## config.mk

```make
export PLATFORM = sky130hd
export DESIGN_NAME = array_top
export DESIGN_NICKNAME = d
export VERILOG_FILES = /design/src/common/array_pkg.sv /design/src/design/array_top.sv /design/src/pwm/pwm_generator.sv /design/src/pwm/pwm_timer.sv /design/src/normal/normal_operator.sv /design/src/normal/normal_ram.sv /design/src/design/cpu_bus_decoder.sv
export SDC_FILE = /design/constraint.sdc
export NUM_CORES = 2
export LEC_CHECK = 0
export BUFFER_PORTS_ARGS = -buffer_cell sky130_fd_sc_hd__buf_2
export CAP_MARGIN = 10
export CORE_MARGIN = 5
export CORE_UTILIZATION = 64
export DETAILED_ROUTE_END_ITERATION = 10
export HOLD_SLACK_MARGIN = 0.08
export PLACE_DENSITY_LB_ADDON = 0.08
export SYNTH_ARGS = -nofsm -noshare
export SYNTH_HDL_FRONTEND = slang
export SYNTH_SLANG_ARGS = --single-unit
```

## constraint.sdc

```tcl
create_clock -name CLK -period 22.5 [get_ports CLK]
set_clock_uncertainty 0.1 [all_clocks]
set_input_delay 1.125 -clock CLK [delete_from_list [all_inputs] [get_ports CLK]]
set_output_delay 1.125 -clock CLK [all_outputs]
set_load 0.01 [all_outputs]
```

## src/common/array_pkg.sv

```systemverilog
// Phased array shared definitions
package array_pkg;

    // Array geometry
    localparam int NUM_TRANS = 16;
    localparam int WIDTH     = 13;             // Phase, duty, cycle and timer values
    localparam int SCAN_W    = 4;              // Scan index over NUM_TRANS

    // Host bus
    localparam int ADDR_W = 10;
    localparam int DATA_W = 16;

    // Address map
    localparam logic [ADDR_W-1:0] ADDR_CTRL        = 10'h000;  // Bits 1:0 legacy mode
    localparam logic [ADDR_W-1:0] ADDR_CYCLE       = 10'h001;  // PWM period in clocks
    localparam logic [ADDR_W-1:0] ADDR_NORMAL_BASE = 10'h100;

    // Phase word then duty word for each transducer
    localparam int NORMAL_WORDS = 2 * NUM_TRANS;

    // Register reset values
    localparam logic [WIDTH-1:0] CYCLE_RESET = 13'd64;

    // Legacy 8-bit format scaling
    // Phase is the byte times 32, duty is the byte times 8 plus 8
    localparam int LEGACY_PHASE_SHIFT = 5;
    localparam int LEGACY_DUTY_SHIFT  = 3;

endpackage
```

## src/design/array_top.sv

```systemverilog
// Phased array controller top
module array_top (
    input  logic                            CLK,
    input  logic                            RST,
    input  logic                            bus_en,
    input  logic                            bus_we,
    input  logic [array_pkg::ADDR_W-1:0]    bus_addr,
    input  logic [array_pkg::DATA_W-1:0]    bus_wdata,
    output logic [array_pkg::DATA_W-1:0]    bus_rdata,
    output logic [array_pkg::NUM_TRANS-1:0] pwm_out,
    output logic                            period_sync
);

    logic                           ram_we;
    logic [array_pkg::SCAN_W:0]     ram_addr;
    logic [array_pkg::DATA_W-1:0]   ram_wdata;
    logic [array_pkg::SCAN_W-1:0]   ram_raddr;
    logic [2*array_pkg::DATA_W-1:0] ram_rdata;
    logic [1:0]                     legacy_mode;
    logic [array_pkg::WIDTH-1:0]    cycle;
    logic [array_pkg::WIDTH-1:0]    duty  [array_pkg::NUM_TRANS];
    logic [array_pkg::WIDTH-1:0]    phase [array_pkg::NUM_TRANS];
    logic [array_pkg::WIDTH-1:0]    period_count;
    logic                           period_start;

    cpu_bus_decoder u_decoder (
        .CLK         (CLK),
        .RST         (RST),
        .bus_en      (bus_en),
        .bus_we      (bus_we),
        .bus_addr    (bus_addr),
        .bus_wdata   (bus_wdata),
        .bus_rdata   (bus_rdata),
        .ram_we      (ram_we),
        .ram_addr    (ram_addr),
        .ram_wdata   (ram_wdata),
        .legacy_mode (legacy_mode),
        .cycle       (cycle)
    );

    // Host writes one side, the operator scans the other
    normal_ram u_normal_ram (
        .CLK   (CLK),
        .we    (ram_we),
        .waddr (ram_addr),
        .wdata (ram_wdata),
        .raddr (ram_raddr),
        .rdata (ram_rdata)
    );

    normal_operator u_normal_operator (
        .CLK         (CLK),
        .RST         (RST),
        .legacy_mode (legacy_mode),
        .ram_rdata   (ram_rdata),
        .ram_raddr   (ram_raddr),
        .duty        (duty),
        .phase       (phase)
    );

    pwm_timer u_timer (
        .CLK          (CLK),
        .RST          (RST),
        .cycle        (cycle),
        .period_count (period_count),
        .period_start (period_start)
    );

    pwm_generator u_generator (
        .CLK          (CLK),
        .RST          (RST),
        .period_count (period_count),
        .period_start (period_start),
        .cycle        (cycle),
        .duty         (duty),
        .phase        (phase),
        .pwm_out      (pwm_out),
        .period_sync  (period_sync)
    );

endmodule

```

## src/pwm/pwm_generator.sv

```systemverilog
// Per-transducer pulse generators
module pwm_generator (
    input  logic                              CLK,
    input  logic                              RST,
    input  logic [array_pkg::WIDTH-1:0]       period_count,
    input  logic                              period_start,
    input  logic [array_pkg::WIDTH-1:0]       cycle,
    input  logic [array_pkg::WIDTH-1:0]       duty  [array_pkg::NUM_TRANS],
    input  logic [array_pkg::WIDTH-1:0]       phase [array_pkg::NUM_TRANS],
    output logic [array_pkg::NUM_TRANS-1:0]   pwm_out,
    output logic                              period_sync
);

    localparam int W = array_pkg::WIDTH;

    logic [W-1:0]                    duty_l  [array_pkg::NUM_TRANS];
    logic [W-1:0]                    phase_l [array_pkg::NUM_TRANS];
    logic [array_pkg::NUM_TRANS-1:0] pin_next;

    // Values held for the rest of the period
    always_ff @(posedge CLK) begin
        if (period_start) begin
            duty_l  <= duty;
            phase_l <= phase;
        end
    end

    for (genvar i = 0; i < array_pkg::NUM_TRANS; i++) begin : g_pin
        logic [W-1:0] d;
        logic [W-1:0] p;
        logic [W:0]   offs;

        // Count 0 already uses the newly latched values
        assign d = period_start ? duty[i] : duty_l[i];
        assign p = period_start ? phase[i] : phase_l[i];

        // (count - phase) mod cycle
        assign offs = (period_count >= p) ? {1'b0, period_count - p} :
                      {1'b0, period_count} + {1'b0, cycle} - {1'b0, p};

        assign pin_next[i] = offs < {1'b0, d};  // Duty >= cycle stays high
    end

    always_ff @(posedge CLK) begin
        if (RST) begin
            pwm_out     <= '0;
            period_sync <= 1'b0;
        end else begin
            pwm_out     <= pin_next;
            period_sync <= period_start;
        end
    end

endmodule

```

## src/pwm/pwm_timer.sv

```systemverilog
// PWM period timer
module pwm_timer (
    input  logic                        CLK,
    input  logic                        RST,
    input  logic [array_pkg::WIDTH-1:0] cycle,
    output logic [array_pkg::WIDTH-1:0] period_count,
    output logic                        period_start
);

    logic [array_pkg::WIDTH:0] count_inc;
    logic                      wrap;

    assign count_inc = {1'b0, period_count} + 1'b1;
    assign wrap      = count_inc >= {1'b0, cycle};  // Also catches a shrunk cycle

    always_ff @(posedge CLK) begin
        if (RST) begin
            period_count <= '0;
            period_start <= 1'b1;  // Count 0 after reset starts a period
        end else begin
            period_count <= wrap ? '0 : count_inc[array_pkg::WIDTH-1:0];
            period_start <= wrap;
        end
    end

    a_count_in_range: assert property (@(posedge CLK) disable iff (RST)
        period_start && cycle > 1 |=> period_count < $past(cycle))
        else $error("period count escaped the cycle after a wrap");

endmodule

```

## src/normal/normal_operator.sv

```systemverilog
// Normal mode frame operator
module normal_operator (
    input  logic                           CLK,
    input  logic                           RST,
    input  logic [1:0]                     legacy_mode,
    input  logic [2*array_pkg::DATA_W-1:0] ram_rdata,
    output logic [array_pkg::SCAN_W-1:0]   ram_raddr,
    output logic [array_pkg::WIDTH-1:0]    duty  [array_pkg::NUM_TRANS],
    output logic [array_pkg::WIDTH-1:0]    phase [array_pkg::NUM_TRANS]
);

    localparam int N = array_pkg::NUM_TRANS;
    localparam int W = array_pkg::WIDTH;

    logic [array_pkg::SCAN_W-1:0]   scan_idx;
    logic [array_pkg::SCAN_W-1:0]   set_idx;
    logic [2*array_pkg::DATA_W-1:0] word_q;
    logic [array_pkg::DATA_W-1:0]   phase_word;
    logic [array_pkg::DATA_W-1:0]   duty_word;
    logic [W-1:0]                   phase_conv;
    logic [W-1:0]                   duty_conv;

    // Shadow frame, filled one transducer per clock
    logic [W-1:0] phase_buf [N];
    logic [W-1:0] duty_buf  [N];

    assign ram_raddr = scan_idx;

    // Scan index and conversion index two behind it
    always_ff @(posedge CLK) begin
        if (RST) begin
            scan_idx <= '0;
            set_idx  <= array_pkg::SCAN_W'(N - 2);
        end else begin
            scan_idx <= (int'(scan_idx) == N - 1) ? '0 : scan_idx + 1'b1;
            set_idx  <= (int'(set_idx) == N - 1) ? '0 : set_idx + 1'b1;
        end
    end

    // Extra stage lines the memory word up with set_idx
    always_ff @(posedge CLK) begin
        word_q <= ram_rdata;
    end

    assign phase_word = word_q[array_pkg::DATA_W-1:0];
    assign duty_word  = word_q[2*array_pkg::DATA_W-1:array_pkg::DATA_W];

    always_comb begin
        if (legacy_mode != 2'd0) begin
            // Legacy bytes both sit in the phase word
            phase_conv = W'(phase_word[7:0]) << array_pkg::LEGACY_PHASE_SHIFT;
            duty_conv  = (W'(phase_word[15:8]) << array_pkg::LEGACY_DUTY_SHIFT) +
                         (W'(1) << array_pkg::LEGACY_DUTY_SHIFT);
        end else begin
            phase_conv = phase_word[W-1:0];
            duty_conv  = duty_word[W-1:0];
        end
    end

    always_ff @(posedge CLK) begin
        phase_buf[set_idx] <= phase_conv;
        duty_buf[set_idx]  <= duty_conv;
    end

    // Whole frame goes live at once, never half updated
    always_ff @(posedge CLK) begin
        if (RST) begin
            duty  <= '{default: '0};
            phase <= '{default: '0};
        end else if (set_idx == '0) begin
            duty  <= duty_buf;
            phase <= phase_buf;
        end
    end

    a_set_lags_scan: assert property (@(posedge CLK) disable iff (RST)
        int'(set_idx) == (int'(scan_idx) + N - 2) % N)
        else $error("conversion index out of step with scan index");

endmodule

```

## src/normal/normal_ram.sv

```systemverilog
// Phase and duty memory
module normal_ram (
    input  logic                           CLK,
    input  logic                           we,
    input  logic [array_pkg::SCAN_W:0]     waddr,
    input  logic [array_pkg::DATA_W-1:0]   wdata,
    input  logic [array_pkg::SCAN_W-1:0]   raddr,
    output logic [2*array_pkg::DATA_W-1:0] rdata
);

    // Even words hold phase, odd words hold duty
    logic [array_pkg::DATA_W-1:0] phase_mem [array_pkg::NUM_TRANS];
    logic [array_pkg::DATA_W-1:0] duty_mem  [array_pkg::NUM_TRANS];

    always_ff @(posedge CLK) begin
        if (we && !waddr[0]) begin
            phase_mem[waddr[array_pkg::SCAN_W:1]] <= wdata;
        end
        if (we && waddr[0]) begin
            duty_mem[waddr[array_pkg::SCAN_W:1]] <= wdata;
        end
    end

    // Both words of one transducer in a single read
    always_ff @(posedge CLK) begin
        rdata <= {duty_mem[raddr], phase_mem[raddr]};
    end

endmodule

```

## src/design/cpu_bus_decoder.sv

```systemverilog
// Host bus decoder
module cpu_bus_decoder (
    input  logic                           CLK,
    input  logic                           RST,
    input  logic                           bus_en,
    input  logic                           bus_we,
    input  logic [array_pkg::ADDR_W-1:0]   bus_addr,
    input  logic [array_pkg::DATA_W-1:0]   bus_wdata,
    output logic [array_pkg::DATA_W-1:0]   bus_rdata,
    output logic                           ram_we,
    output logic [array_pkg::SCAN_W:0]     ram_addr,
    output logic [array_pkg::DATA_W-1:0]   ram_wdata,
    output logic [1:0]                     legacy_mode,
    output logic [array_pkg::WIDTH-1:0]    cycle
);

    logic                         wr;
    logic                         rd;
    logic                         in_window;
    logic [array_pkg::ADDR_W-1:0] offset;

    assign wr = bus_en && bus_we;
    assign rd = bus_en && !bus_we;

    // Word offset into the phase and duty memory
    assign offset    = bus_addr - array_pkg::ADDR_NORMAL_BASE;
    assign in_window = (bus_addr >= array_pkg::ADDR_NORMAL_BASE) &&
                       (int'(offset) < array_pkg::NORMAL_WORDS);

    assign ram_we    = wr && in_window;
    assign ram_addr  = offset[array_pkg::SCAN_W:0];
    assign ram_wdata = bus_wdata;

    always_ff @(posedge CLK) begin
        if (RST) begin
            legacy_mode <= 2'd0;
            cycle       <= array_pkg::CYCLE_RESET;
        end else if (wr) begin
            if (bus_addr == array_pkg::ADDR_CTRL) begin
                legacy_mode <= bus_wdata[1:0];
            end
            if (bus_addr == array_pkg::ADDR_CYCLE) begin
                cycle <= bus_wdata[array_pkg::WIDTH-1:0];
            end
        end
    end

    // Readback one cycle after the request
    always_ff @(posedge CLK) begin
        if (RST) begin
            bus_rdata <= '0;
        end else if (rd) begin
            case (bus_addr)
                array_pkg::ADDR_CTRL:  bus_rdata <= array_pkg::DATA_W'(legacy_mode);
                array_pkg::ADDR_CYCLE: bus_rdata <= array_pkg::DATA_W'(cycle);
                default:               bus_rdata <= '0;  // Unmapped and memory window
            endcase
        end
    end

    // Memory window stays clear of the control registers
    a_ram_we_not_register: assert property (@(posedge CLK) disable iff (RST)
        ram_we |-> bus_addr != array_pkg::ADDR_CTRL && bus_addr != array_pkg::ADDR_CYCLE)
        else $error("memory write lands on a control register address");

endmodule

```

# [Yosys cells after proc, flatten, opt, wreduce, memory -nomap -nowiden]
# Memory sizes are Yosys's and may differ from the RTL's. A register that Yosys moved wholly into a read port is not among the register bits.
# Cells that the tools add are included.
[word_totals] regBits=1347 mem_bits_rw=512 wordCells=265 memories=2
[op_classes] add_sub_neg=38 order_cmp=37 n_eq_ne=3 mux=60 bitwise_logic=1 reduce_logical=17
[mem_list] memory="u_normal_ram.duty_mem" depth=16 width=16 rd=1 rd_clocked_by_memory_dff=1 wr=1 line_no="normal_ram.sv:13" text="logic [array_pkg::DATA_W-1:0] duty_mem [array_pkg::NUM_TRANS];"
[mem_list] memory="u_normal_ram.phase_mem" depth=16 width=16 rd=1 rd_clocked_by_memory_dff=1 wr=1 line_no="normal_ram.sv:12" text="logic [array_pkg::DATA_W-1:0] phase_mem [array_pkg::NUM_TRANS];"
[op_table] cell="$mux W13" n=35
[op_table] cell="$bwmux W208" n=2
[op_table] cell="$lt A14 B13 Y1" n=16
[op_table] cell="$mux W14" n=16
[op_table] cell="$sub A14 B13 Y14" n=16
[op_table] cell="$ge A13 B13 Y1" n=16
[op_table] cell="$sub A13 B13 Y13" n=16
[op_table] cell="$demux W13 S4" n=1
[op_table] cell="$pmux W13 S2" n=1
[op_table] cell="$add A13 B1 Y14 const B" n=1
[op_table] cell="$add A13 B13 Y14" n=1
[op_table] cell="$ge A14 B13 Y1" n=1
[op_table] cell="$add A11 B4 Y12 const B" n=1
[op_table] cell="$eq A10 B1 Y1 const B" n=1
[op_table] cell="$ge A10 B9 Y1 const B" n=1
[op_table] cell="$logic_not A10 Y1" n=1
[op_table] cell="$lt A10 B6 Y1 const B" n=1
[op_table] cell="$sub A10 B9 Y10 const B" n=1
[op_table] cell="$add A4 B1 Y4 const B" n=2
[op_table] cell="$eq A4 B1 Y1 const B" n=2
[op_table] cell="$logic_and A1 B1 Y1" n=7
[op_table] cell="$reduce_or A2 Y1" n=3
[op_table] cell="$ge A5 B5 Y1 const B" n=1
[op_table] cell="$lt A5 B1 Y1 const B" n=1
[op_table] cell="other kinds (7)" n=12

# [Longest topological paths before layout]
[depth] word_depth=7 ltp_mapped=30 depth_no_buf=23

# [Hierarchy]
# Synthesis repeated with hierarchy kept, for this count alone.
[unflattened] cells_unflattened=7703 area_unflattened_um2=93498.4
[by_module_without_submodules] module="pwm_generator" n_inst=1 cells_per_inst=4243 area_per_inst_um2=43046.3
[by_module_without_submodules] module="normal_operator" n_inst=1 cells_per_inst=2357 area_per_inst_um2=28114.5
[by_module_without_submodules] module="normal_ram" n_inst=1 cells_per_inst=868 area_per_inst_um2=19982.9
[by_module_without_submodules] module="cpu_bus_decoder" n_inst=1 cells_per_inst=131 area_per_inst_um2=1378.8
[by_module_without_submodules] module="pwm_timer" n_inst=1 cells_per_inst=104 area_per_inst_um2=975.9

# [Worst setup path before layout]
# No wires, ideal clock.
[synth_timing] path_type="register to register" startpoint="register u_timer.period_start" endpoint="register u_generator.pwm_out[12] (netlist name)" setup_time_ps=59 arrival_time_ps=15607 required_time_ps=22341 path_slack_ps=6734 stages_incl_launch_ff=30 period_less_slack_ps=15766 path_cell_list="dfxtp_1 clkbuf_1 buf_2 buf_2 buf_2 buf_4 buf_2 buf_4 buf_2 buf_2 mux2i_1 ha_1 nor2b_1 o21ai_0 a21boi_0 o21ai_0 a211oi_1 or2_2 o21ai_0 clkbuf_1 nor2_1 a21oi_1 ha_1 a21o_1 a21oi_1 nor2_1 nor2_1 a21oi_1 a2111oi_0 o221a_2"
[synth_between] elab_chain_cells=4
[synth_rtl] item="start, declared" line_no="pwm_timer.sv:7" text="output logic period_start"
[synth_rtl] item="start signal, assigned" line_no="pwm_timer.sv:22" text="period_start <= wrap;"
[synth_rtl] item="$mux W13" line_no="pwm_generator.sv:35" text="assign p = period_start ? phase[i] : phase_l[i];"
[synth_rtl] item="$sub A14 B13 Y14, or another cell as far along" line_no="pwm_generator.sv:39" text="{1'b0, period_count} + {1'b0, cycle} - {1'b0, p};"
[synth_rtl] item="$mux W14" line_no="pwm_generator.sv:38" text="assign offs = (period_count >= p) ? {1'b0, period_count - p} :"
[synth_rtl] item="$lt A14 B13 Y1 (*)" line_no="pwm_generator.sv:41" text="assign pin_next[i] = offs < {1'b0, d};"
[synth_rtl] item="end signal, assigned" line_no="pwm_generator.sv:49" text="pwm_out <= pin_next;"
[synth_rtl] item="end, declared" line_no="pwm_generator.sv:10" text="output logic [array_pkg::NUM_TRANS-1:0] pwm_out,"
# Mark *: on every way between the ends. The rest lies on a longest branch, timed or not.
# A chain may end at the register's enable or synchronous reset.

# [Worst setup path in the final report]
[layout_timing] startpoint="register u_timer.period_start" endpoint="register u_generator.pwm_out[11] (netlist name)"
# The elaborated chain is that of the path after synthesis.

==> reports/metrics.yaml <==
floorplanning:
  start_util_pct: 64.3
  pin_count: 63
  fp-row-count: 138
  die_w_um: 387
  die_area_um2: 150000
  core-area_um2: 141000
  die_y_um: 387
critical_path:
  cp.required_ns: 23.11
  cp_cell_sequence: "buf_4, buf_4, buf_4, buf_4, mux2i_1, ha_1, nor2b_1, o21bai_1, nand4b_1, a2111oi_0, o21a_1, mux2_2, ha_1, a21o_1, a21oi_1, nor2_1, nor2_1, a21oi_1, a2111oi_0, o21ai_0, a211oi_1"
  reg2reg_to: "u_generator.pwm_out[11]"
  worstPathMaxFanout: 44
  crit_arrival_ns: 8.75
  endpoint_kind: "flip-flop"
  r2r-start: "u_timer.period_start"
  critPathKind: "reg -> reg"
  r2r_cells: 21
  slowest_stage: "o21a_1"
  crit_path_max_incr_delay_ns: 0.71
  r2r_slack_ns: 14.37
  crit_top_cell: "buf_4"
  cp-startpoint: "u_timer.period_start"
  startpoint_type: "flip-flop"
synth:
  synth_ff_type: "edfxtp_1"
  synth_area_leaders: "edfxtp_1 (43%), dfxtp_1 (12%), ha_1 (8.4%), mux2i_1 (4.7%), nand2_1 (4.5%)"
  synth_edf_count: 1296
  synth_top_area_cell: "edfxtp_1"
  syn_area_um2: 90900
  synthCells: 7600
  synth_most_common_cell: "edfxtp_1"
  synth_commonest_cells: "edfxtp_1 (1,296), nand2_1 (1,093), a21oi_1 (753)"
  synth_seq_cells: 1837
  synth_top_area_share_pct: 42.8
  synth.avg_cell_area_um2: 12.0
  yosysWarningCount: 0
  ys_types: 97
  synth_seq_area_share_pct: 54.7
  async_flop_share_pct: 0
route:
  drt_iter0_markers: 6269
  vias_per_cell: 6.41
  met2_wirelength_um: 116000
  firstDrtPassIters: 6
  dr_total_vias: 62400
  met3_length_um: 23600
  drt-met1-wl_um: 100000
  ant_nets: 0
  drc_errors: 0
  top_layer_used: "met5"
  routedWlPerCell_um: 26.3
  wl_um: 256000
worst_hold_path:
  min_path_type: "reg -> reg"
  whs_path_depth: 0
  holdPathEnd: "u_normal_operator.word_q[23]"
  min-delay-start: "u_normal_ram.rdata[23]"
clocking:
  cts_root_buf: "clkbuf_16"
  clock_path_buffers: 3
  ctsResizeCount: 0
  cts_tree: "yes"
  cts_sinks: 1837
  cts_hold_buf: 0
  ctsHtreeMaxLevel: 4
  cts_buffers: 183
  postCtsSetupBuffers: 0
  clk_pin_slew_ns: 0.06
  clk_latency_ns: 0.83
timing:
  min_period_over_period_pct: 36.2
  timing.hold.ws_ns: 0.224
  grt_setup_unrepaired: "false"
  setup_tns_ns: 0
  setup_viol: 0
  max-slew-margin-rel_pct: 16.1
  slew_violations: 0
  period_needed_ns: 8.13
  clock.fmax_ghz: 0.123
  finalHoldViolations: 0
  tightest_slew_ns: 1.25
place:
  io_buffer_count: 59
  place.gp.congestion: 0.933
  hpwlAfterDp_um: 155000
grt:
  grt_util_all_layers_pct: 33.3
  grt_max_degree: 174
  grt_pass1_wl_um: 375000
  grt_pass1_vias: 59500
  antenna_found_initial: 28
  grt_overflow: 0
pwr:
  powerDensity_nw_per_um2: 80.6
  p_leak_nw: 37.3
  irDropWorstVdd_uv: 83.3
layout:
  layout-drive-gt1-share_pct: 10.6
  layout.nets: 8337
  fillCellCount: 9839
  syn_to_final_growth_pct: 9.76
  multi_input_area_um2: 39400
  register_area_um2: 49800
status:
  status: "finished, final reports clean"
flow_run:
  cap_viol_max_count: 0
-- worst max-delay path by stage --
stage,end,slack (ns),cells after the start
2_1_floorplan,u_generator.pwm_out[12],6.73,29
6_report,u_generator.pwm_out[11],14.37,21
3_3_place_gp,u_generator.pwm_out[11],14.60,21
3_5_place_dp,u_generator.pwm_out[11],14.46,21
4_1_cts,u_generator.pwm_out[11],14.39,21
5_1_grt,u_generator.pwm_out[11],13.83,21
-- state kept, by name (all words and copies together), names as in the netlist, 208 cells and up --
register / count
u_normal_operator.duty: 208
u_normal_operator.phase: 208
u_normal_operator.duty_buf: 208
u_normal_ram.phase_mem: 256
u_generator.phase_l: 208
u_normal_operator.phase_buf: 208
u_generator.duty_l: 208
u_normal_ram.duty_mem: 208
-- final cells by class --
type	instances	share of cell area [%]
Multi-Input combinational cell	5281	39.5
Inverter	174	0.662
Clock inverter	103	1.06
Sequential cell	1837	49.9
Tap cell	1890	2.37
Clock buffer	240	5.09
Timing Repair Buffer	189	1.35
Antenna cell	18	0.0452
-- routing by layer --
layer  global-route usage [%]  up-vias
met5                        0        -
met4                     17.2        2
met3                     6.35      697
met2                     52.7     2839
met1                     44.2    30400
li1                         -    28400
-- report_power, final --
group | internal [W] | switching, W | total (W) | leakage (nW)
clock | 0.00173 | 0.00134 | 0.00307 | 3.01
sequential | 0.00377 | 0.0000540 | 0.00383 | 16.6
combinational | 0.000426 | 0.000718 | 0.00114 | 17.7
total | 0.00593 | 0.00211 | 0.00804 | 37.3
-- through the flow --
stage          setup WS [ns]  area [µm²]  total power, W  utilization, %  std cells
4_1_cts                14.39       99700         0.00807            70.5       9713
2_1_floorplan           6.73       90900         0.00466               -       7602
5_1_grt                13.83       99700         0.00833            70.5       9714
3_3_place_gp           14.60       93500         0.00499            66.2       9370
3_5_place_dp           14.46       93500         0.00502            66.2       9370
6_report               14.37       99700         0.00804            70.5       9732
-- worst max-delay path: cells and delay by family, from the launching register on --
kind                     cells  cell delay, ns
AO/OA/AOI/OAI                9            2.58
adder cells (fa/ha/maj)      2            0.52
buffers and inverters        4            2.67
flip-flops                   1            0.69
multiplexers                 2            0.96
AND/OR/NAND/NOR              4            0.43
-- cells by family after synthesis --
kind of cell             share of synthesized area [%]
adder cells (fa/ha/maj)                           9.14
buffers and inverters                             2.18
XOR/XNOR                                          3.94
multiplexers                                      9.10
other                                          0.00413
flip-flops                                        54.7
AND/OR/NAND/NOR                                   9.33
AO/OA/AOI/OAI                                     11.6
-- placed cells by master, fill, tap and decap left out, types with 78 or more instances in the layout --
| cell | netlist | final |
|---|---|---|
| a21o_1 | 172 | 172 |
| a21oi_1 | 753 | 751 |
| buf_4 | 14 | 125 |
| clkbuf_16 | 0 | 185 |
| dfxtp_1 | 541 | 525 |
| edfxtp_1 | 1296 | 1296 |
| ha_1 | 608 | 607 |
| inv_1 | 173 | 170 |
| mux2i_1 | 424 | 424 |
| mux4_2 | 145 | 145 |
| nand2_1 | 1093 | 1092 |
| nand3_1 | 78 | 78 |
| nor2_1 | 295 | 289 |
| o21ai_0 | 284 | 275 |
| xnor2_1 | 227 | 223 |
| xor2_1 | 138 | 136 |
Power figures use the tool's default switching activity.
